<file path="src/common/astro_macros.svh">
`ifndef ASTRO_MACROS_SVH
`define ASTRO_MACROS_SVH

// 16 by 16 grid, one nibble per coordinate
`define ASTRO_GRID_BITS   4

// ship lives on the bottom row, asteroids enter at the top
`define ASTRO_SHIP_ROW    4'd0
`define ASTRO_SPAWN_ROW   4'd15

`define ASTRO_START_LIVES 2'd3
`define ASTRO_SCORE_BITS  8

// spawn LFSR start value, must be nonzero
`define ASTRO_LFSR_SEED   4'h9

`endif
</file>
<file path="src/common/astro_control_pkg.sv">
`default_nettype none

`include "astro_macros.svh"

package astro_control_pkg;

    typedef enum logic [3:0] {
        st_idle         = 4'd0,
        st_setup        = 4'd1,
        st_spawn        = 4'd2,
        st_play         = 4'd3,
        st_resolve_shot = 4'd4,
        st_destroy      = 4'd5,
        st_lose_life    = 4'd6,
        st_check_lives  = 4'd7,
        st_game_over    = 4'd8
    } game_state_t;

    // datapath commands from the game controller
    typedef struct packed {
        logic clear_field;
        logic spawn;
        logic fall;
        // game in progress, ship moves and spawns are accepted
        logic respawn_allowed;
        logic count_loss;
        logic count_hit;
    } control_t;

    typedef struct packed {
        logic [1:0]                   lives;
        logic [`ASTRO_SCORE_BITS-1:0] score;
        logic                         playing;
        logic                         game_over;
    } game_status_t;

endpackage

`default_nettype wire

</file>
<file path="src/common/astro_field_pkg.sv">
`default_nettype none

`include "astro_macros.svh"

package astro_field_pkg;

    // one grid coordinate, row or column
    typedef logic [`ASTRO_GRID_BITS-1:0] coord_t;

    typedef struct packed {
        coord_t x;
        coord_t y;
    } position_t;

    // same bit order as the raw move code, up is the msb
    typedef struct packed {
        logic up;
        logic down;
        logic right;
        logic left;
        logic special;
        logic shot;
    } move_t;

endpackage

`default_nettype wire

</file>
<file path="src/source/astro_game_top.sv">
`timescale 1ns/1ps
`default_nettype none

module astro_game_top
    import astro_field_pkg::*;
    import astro_control_pkg::*;
(
    input  wire logic       clock,
    input  wire logic       clear,
    input  wire logic       start,
    input  wire logic       tick,
    input  wire logic       move_strobe,
    input  wire logic [5:0] move_code,
    output position_t       asteroid,
    output coord_t          ship_x,
    output game_status_t    status,
    output game_state_t     state
);

    move_t    actions;
    control_t control;
    logic     hit;
    logic     impact;
    logic     lives_left;

    move_decoder u_decoder (
        .clock       (clock),
        .clear       (clear),
        .move_strobe (move_strobe),
        .move_code   (move_code),
        .actions     (actions)
    );

    // fast mode stays inside the field block, no top-level pin for it
    field_motion u_field (
        .clock     (clock),
        .clear     (clear),
        .actions   (actions),
        .control   (control),
        .asteroid  (asteroid),
        .ship_x    (ship_x),
        .fast_mode ()
    );

    hit_tracker u_tracker (
        .clock      (clock),
        .clear      (clear),
        .control    (control),
        .asteroid   (asteroid),
        .ship_x     (ship_x),
        .hit        (hit),
        .impact     (impact),
        .lives_left (lives_left),
        .status     (status)
    );

    game_controller u_controller (
        .clock      (clock),
        .clear      (clear),
        .start      (start),
        .tick       (tick),
        .actions    (actions),
        .hit        (hit),
        .impact     (impact),
        .lives_left (lives_left),
        .control    (control),
        .state      (state)
    );

endmodule

`default_nettype wire

</file>
<file path="src/source/game_controller.sv">
`timescale 1ns/1ps
`default_nettype none

module game_controller
    import astro_field_pkg::*;
    import astro_control_pkg::*;
(
    input  wire logic  clock,
    input  wire logic  clear,
    input  wire logic  start,
    input  wire logic  tick,
    input  wire move_t actions,
    input  wire logic  hit,
    input  wire logic  impact,
    input  wire logic  lives_left,
    output control_t   control,
    output game_state_t state
);

    game_state_t state_next;
    logic        fall_q;

    always_ff @(posedge clock or posedge clear) begin
        if (clear) begin
            state <= st_idle;
        end else begin
            state <= state_next;
        end
    end

    always_comb begin
        state_next = state;
        case (state)
            st_idle: begin
                if (start) begin
                    state_next = st_setup;
                end
            end
            st_setup: state_next = st_spawn;
            st_spawn: state_next = st_play;
            st_play: begin
                // a landed asteroid wins over a shot in the same cycle
                if (impact) begin
                    state_next = st_lose_life;
                end else if (actions.shot) begin
                    state_next = st_resolve_shot;
                end
            end
            st_resolve_shot: state_next = hit ? st_destroy : st_play;
            st_destroy: state_next = st_spawn;
            st_lose_life: state_next = st_check_lives;
            st_check_lives: state_next = lives_left ? st_spawn : st_game_over;
            st_game_over: begin
                if (start) begin
                    state_next = st_setup;
                end
            end
            default: state_next = st_idle;
        endcase
    end

    // tick is turned into a one-cycle fall command, only taken in play
    always_ff @(posedge clock or posedge clear) begin
        if (clear) begin
            fall_q <= 1'b0;
        end else begin
            fall_q <= (state == st_play) && tick;
        end
    end

    always_comb begin
        control      = '0;
        control.fall = fall_q;
        case (state)
            st_setup: begin
                control.clear_field = 1'b1;
            end
            st_spawn: begin
                control.spawn           = 1'b1;
                control.respawn_allowed = 1'b1;
            end
            st_play, st_resolve_shot, st_check_lives: begin
                control.respawn_allowed = 1'b1;
            end
            st_destroy: begin
                control.count_hit       = 1'b1;
                control.respawn_allowed = 1'b1;
            end
            st_lose_life: begin
                control.count_loss      = 1'b1;
                control.respawn_allowed = 1'b1;
            end
            default: begin
                control.respawn_allowed = 1'b0;
            end
        endcase
    end

    // play never hands over straight to spawn, so a pending fall cannot meet a spawn
    assert property (@(posedge clock) disable iff (clear)
        !(control.fall && control.spawn))
        else $error("game_controller: fall and spawn in the same cycle");

endmodule

`default_nettype wire

</file>
<file path="src/field/hit_tracker.sv">
`timescale 1ns/1ps
`default_nettype none

`include "astro_macros.svh"

module hit_tracker
    import astro_field_pkg::*;
    import astro_control_pkg::*;
(
    input  wire logic      clock,
    input  wire logic      clear,
    input  wire control_t  control,
    input  wire position_t asteroid,
    input  wire coord_t    ship_x,
    output logic           hit,
    output logic           impact,
    output logic           lives_left,
    output game_status_t   status
);

    logic [1:0]                   lives;
    logic [`ASTRO_SCORE_BITS-1:0] score;
    logic                         game_over;

    // a shot only needs the column, the ship fires straight up
    assign hit        = (asteroid.x == ship_x);
    assign impact     = (asteroid.y == `ASTRO_SHIP_ROW);
    assign lives_left = (lives != '0);

    always_ff @(posedge clock or posedge clear) begin
        if (clear) begin
            lives     <= '0;
            game_over <= 1'b0;
        end else if (control.clear_field) begin
            lives     <= `ASTRO_START_LIVES;
            game_over <= 1'b0;
        end else if (control.count_loss && lives != '0) begin
            lives <= lives - 2'd1;
            // last life gone
            if (lives == 2'd1) begin
                game_over <= 1'b1;
            end
        end
    end

    always_ff @(posedge clock or posedge clear) begin
        if (clear) begin
            score <= '0;
        end else if (control.clear_field) begin
            score <= '0;
        end else if (control.count_hit) begin
            score <= score + 1'b1;
        end
    end

    always_comb begin
        status.lives     = lives;
        status.score     = score;
        status.playing   = control.respawn_allowed;
        status.game_over = game_over;
    end

    // controller must check lives before asking for another loss
    assert property (@(posedge clock) disable iff (clear)
        control.count_loss |-> lives != '0)
        else $error("hit_tracker: life lost with no lives left");

endmodule

`default_nettype wire

</file>
<file path="src/field/field_motion.sv">
`timescale 1ns/1ps
`default_nettype none

`include "astro_macros.svh"

module field_motion
    import astro_field_pkg::*;
    import astro_control_pkg::*;
(
    input  wire logic     clock,
    input  wire logic     clear,
    input  wire move_t    actions,
    input  wire control_t control,
    output position_t     asteroid,
    output coord_t        ship_x,
    output logic          fast_mode
);

    logic [`ASTRO_GRID_BITS-1:0] lfsr;
    logic [`ASTRO_GRID_BITS-1:0] lfsr_next;
    coord_t                      fall_step;
    coord_t                      row_next;
    coord_t                      ship_next;

    // saturating add/sub step, used for both the ship and the asteroid
    function automatic coord_t step_coord(
        input coord_t value,
        input coord_t amount,
        input logic   subtract
    );
        logic [`ASTRO_GRID_BITS:0] result;
        if (subtract) begin
            result = {1'b0, value} - {1'b0, amount};
            // borrow out means we went below row or column 0
            step_coord = result[`ASTRO_GRID_BITS] ? coord_t'('0)
                                                  : result[`ASTRO_GRID_BITS-1:0];
        end else begin
            result = {1'b0, value} + {1'b0, amount};
            step_coord = result[`ASTRO_GRID_BITS] ? coord_t'('1)
                                                  : result[`ASTRO_GRID_BITS-1:0];
        end
    endfunction

    // fibonacci lfsr, taps 4 and 3
    assign lfsr_next = {lfsr[2:0], lfsr[3] ^ lfsr[2]};

    assign fall_step = fast_mode ? coord_t'(2) : coord_t'(1);
    assign row_next  = step_coord(asteroid.y, fall_step, 1'b1);
    assign ship_next = step_coord(ship_x, coord_t'(1), actions.left);

    always_ff @(posedge clock or posedge clear) begin
        if (clear) begin
            ship_x    <= '0;
            fast_mode <= 1'b0;
        end else if (control.clear_field) begin
            ship_x    <= '0;
            fast_mode <= 1'b0;
        end else if (control.respawn_allowed) begin
            if (actions.left || actions.right) begin
                ship_x <= ship_next;
            end
            if (actions.special) begin
                fast_mode <= !fast_mode;
            end
        end
    end

    always_ff @(posedge clock or posedge clear) begin
        if (clear) begin
            asteroid <= '0;
            lfsr     <= `ASTRO_LFSR_SEED;
        end else if (control.clear_field) begin
            asteroid <= '0;
            lfsr     <= `ASTRO_LFSR_SEED;
        end else if (control.spawn) begin
            // new asteroid takes the next column in the sequence
            lfsr       <= lfsr_next;
            asteroid.x <= lfsr_next;
            asteroid.y <= `ASTRO_SPAWN_ROW;
        end else if (control.fall) begin
            asteroid.y <= row_next;
        end
    end

    // an all-zero lfsr would lock every spawn into column 0
    assert property (@(posedge clock) disable iff (clear) lfsr != '0)
        else $error("field_motion: spawn lfsr reached zero");

endmodule

`default_nettype wire

</file>
<file path="src/source/move_decoder.sv">
`timescale 1ns/1ps
`default_nettype none

module move_decoder
    import astro_field_pkg::*;
(
    input  wire logic       clock,
    input  wire logic       clear,
    input  wire logic       move_strobe,
    input  wire logic [5:0] move_code,
    output move_t           actions
);

    move_t decoded;

    // left and right in the same code cancel each other
    always_comb begin
        decoded = move_t'(move_code);
        if (decoded.left && decoded.right) begin
            decoded.left  = 1'b0;
            decoded.right = 1'b0;
        end
    end

    // without a strobe the register drops back to zero so each action is a single pulse
    always_ff @(posedge clock or posedge clear) begin
        if (clear) begin
            actions <= '0;
        end else if (move_strobe) begin
            actions <= decoded;
        end else begin
            actions <= '0;
        end
    end

endmodule

`default_nettype wire

</file>
<file path="config.mk">
export PLATFORM = sky130hd
export DESIGN_NAME = astro_game_top
export DESIGN_NICKNAME = d
export VERILOG_FILES = /design/src/common/astro_control_pkg.sv /design/src/common/astro_field_pkg.sv /design/src/source/astro_game_top.sv /design/src/source/game_controller.sv /design/src/field/hit_tracker.sv /design/src/field/field_motion.sv /design/src/source/move_decoder.sv
export VERILOG_INCLUDE_DIRS = /design/src /design/src/common
export SDC_FILE = /design/constraint.sdc
export NUM_CORES = 1
export LEC_CHECK = 0
export BUFFER_PORTS_ARGS = -buffer_cell sky130_fd_sc_hd__buf_2
export CAP_MARGIN = 40
export CORE_ASPECT_RATIO = 1.5
export CORE_MARGIN = 1.5
export CORE_UTILIZATION = 50
export DETAILED_ROUTE_END_ITERATION = 16
export GPL_TIMING_DRIVEN = 1
export HOLD_SLACK_MARGIN = 0.05
export PLACE_DENSITY_LB_ADDON = 0.05
export SYNTH_ARGS = -nofsm -noshare
export SYNTH_HDL_FRONTEND = slang
export SYNTH_SLANG_ARGS = --single-unit
</file>
<file path="constraint.sdc">
create_clock -name clock -period 2.47 [get_ports clock]
set_input_delay 0.247 -clock clock [delete_from_list [all_inputs] [get_ports clock]]
set_output_delay 0.247 -clock clock [all_outputs]
set_load 0.05 [all_outputs]
</file>
==> metrics.md <==
| Metric | Value |
|---|---|
| GRT Total Usage | `21.3%` |
| DR iter-0 viols | `21` |
| Die X | `54.8 um` |
| Die area | `4420 um^2` |
| TritonCTS clock tree | `built` |
| Placer congestion estimate | `0.751` |
| Internal power | `1580 uW` |
| Clock power share | `12.4%` |
| Max VDD drop | `0.829 mV` |
| Vias in the first global route | `1564` |
| Largest net degree at the start of global routing | `36` |
| Worst R2R Start | `u_controller.state[3]` |
| ANT cells | `0` |
| Dominant synthesized flop cell | `dfrtp_1` |
| Crit path time final | `1.83 ns` |
| Clock Sinks | `35` |
| Run status | `finished, final reports clean` |
| Synth Cell Area | `2010 um^2` |
| Slew @ Worst Pin | `0.614 ns` |
| Largest cells by area after synthesis | `dfrtp_1, o21ai_0, nand2_1` |
| Net Sw Frac | `50.5%` |
| Yosys warns | `0` |
| Maxcap violations | `0` |
| Initial Util | `51.7%` |
| Flop pwr share | `32.4%` |
| Setup violators final | `0` |
| CTS clk-pin slew, worst paths | `0.07 ns` |
| FP Rows | `28` |
| P_leak | `0.00109 uW` |
| Commonest cells in the netlist | `dfrtp_1, nand2_1, o21ai_0, inv_1, nor2_1` |
| Gate power share | `55.2%` |
| Sw Pwr | `1610 uW` |
| Register area share after synthesis | `43.7%` |
| Port Buffer Count | `36` |
| Final Net Count | `273` |
| Setup TNS | `0 ns` |
| Hold buffers post-CTS | `0` |
| Critical Path AT | `2.00 ns` |
| Hpwl dp | `2.98 mm` |
| Critical path type | `flip-flop to flip-flop` |
| Syn Nets | `238` |
| Via-to-Cell Ratio | `5.68` |
| Final Max Slew Viols | `0` |
| Vias | `1703` |
| Flops & latches, synth | `35` |
| Worst reg-to-reg path cell count | `4` |
| Pwr/cell area | `1390 nW/um^2` |
| Worst R2R End | `u_controller.state[2]` |
| Synth cell types | `53` |
| Root Buffer | `clkbuf_8` |
| Setup Buffers After CTS | `0` |
| Initial antenna violation count | `0` |
| Top-area cell type share of the netlist area | `41.0%` |
| Reg2reg setup slack | `0.64 ns` |
| Max Buffers Root-to-Sink | `2` |
| I/O pin count | `39` |
| Die Height | `80.7 um` |
| HP Class | `primary input to asynchronous set/reset pin` |
| Mean Syn Cell Area | `9.19 um^2` |
| Core Area | `3890 um^2` |
| Critical Path Sink Type | `flip-flop` |
| Fin crit share | `74.1%` |
| Power Total | `3190 uW` |
| First-pass GRT wire length | `6.89 mm` |
| Antenna violation net count after detailed routing | `0` |
| Post-synth ARST share | `100%` |
| Worst Path Required | `2.64 ns` |
| Max Fanout on Critical Path | `10` |
| Num CTS Buffers | `5` |
| CTS resizes | `0` |
| F_max | `547 MHz` |
| Grt ovf | `0` |
| 1st-pass router iterations | `4` |
| Clock Latency Late Sink | `0.28 ns` |
| Crit start category | `flip-flop` |
| Drt total wl | `4.15 mm` |
| Top-count cell post-synth | `dfrtp_1` |
| Crit path launch | `u_controller.state[3]` |
| Most area-hungry cell type in the Yosys netlist | `dfrtp_1` |
| Layout cell share with drive strength beyond 1 | `22.7%` |
| Area grow syn2layout | `14.4%` |
| Clock Skews | `0.00508 ns` |
| Slew margin rel. | `58.7%` |
| H-tree depth | `2` |
| Post-Synthesis Cells | `219` |
| Wire per inst | `13.8 um` |
| Post-synth EDFFs | `0` |
| Hold Fails Final Rpt | `0` |
| Drt drc | `0` |
| RSZ-0062 raised after global routing | `no` |
[sequential cells by signal, indices dropped and copies added (netlist names)]
name	cells
u_controller.fall_q	1
u_controller.state	4
u_decoder.actions	4
u_field.asteroid	6
u_field.fast_mode	1
u_field.lfsr	4
u_field.ship_x	4
u_tracker.game_over	1
u_tracker.lives	2
u_tracker.score	8
[worst max-delay path, cell delays in order (launching register included)]
cell      delay [ns]
dfrtp_1         0.49
nand2b_4        0.21
nor3b_1         0.31
or3b_2          0.50
a32o_1          0.21
[kinds of logic after synthesis]
group | synth area share, %
and+or+nand+nor | 20.0
AOI/OAI and AO/OA | 19.5
DFF | 43.7
buffers and inverters | 6.03
xor gates and xnor gates | 3.92
adders and majority gates | 5.35
muxes | 1.55
[power by group through the flow]
stage               clock network [uW]  logic [uW]  registers [uW]
floorplan                            0        1050            1380
global placement                     0        1750            1040
detailed placement                   0        1780            1040
CTS                                404        1780            1030
global route                       425        1970            1070
finish                             395        1760            1030
[cell usage in the layout, fill, tap and decap left out, types with 2 or more instances in the layout]
cell and instances:
a31oi_1 6, o22ai_1 4, o21ba_2 2, nand3_1 8, dfrtp_1 33, ha_1 7, clkbuf_8 5, a21o_1 2
clkbuf_1 2, xnor2_1 6, nor3b_1 2, a211oi_1 4, nor2_1 11, nor3_1 6, nor4_1 2, or4_1 2
and2_1 3, nand2b_1 3, a22o_1 4, mux2i_1 2, nand2_1 25, o211ai_1 2, buf_4 6, dfstp_2 2
o21ai_0 21, a21oi_1 5, xor2_1 3, buf_2 36, inv_1 13, nor2b_1 5
[cell type report]
class	count	area, um^2
Sequential cell	35	878
Clock buffer	7	76.3
Clock inverter	1	5.00
Multi-Input combinational cell	157	1010
Inverter	13	48.8
Fill cell	340	1590
Timing Repair Buffer	42	225
Tap cell	45	56.3
[how the worst max path moves through the flow]
stage                                  to  slack (ns)  cells past startpoint
finish              u_controller.state[2]        0.64                      4
global placement    u_controller.state[2]        0.65                      4
detailed placement  u_controller.state[2]        0.63                      4
floorplan               u_field.ship_x[3]        0.45                      5
global route          u_field.asteroid[1]        0.43                      8
CTS                 u_controller.state[2]        0.61                      4
[metrics by stage]
| stage | setup slack (ns) | instances | hold slack [ns] | instance area (um^2) | utilization [%] |
|---|---|---|---|---|---|
| 2_1_floorplan | 0.445 | 219 | 0.312 | 2010 | - |
| 3_3_place_gp | 0.647 | 292 | 0.371 | 2220 | 57.1 |
| 3_5_place_dp | 0.632 | 292 | 0.383 | 2220 | 57.1 |
| 4_1_cts | 0.613 | 300 | 0.0743 | 2300 | 59.2 |
| 5_1_grt | 0.431 | 300 | 0.112 | 2300 | 59.2 |
| 6_report | 0.641 | 300 | 0.0596 | 2300 | 59.2 |
[layer usage]
layer  share of wire [%]  up-vias  routed length (um)  track usage [%]
met5                   0        -                   0                0
met4                 1.4        0                  57             7.75
met3                 3.4        7                 139             4.46
met2                  50       33                2080             35.7
met1                  45      817                1870             26.0
li1                    -      846                   -                -
No activity file was read; power rests on OpenSTA's default activity.
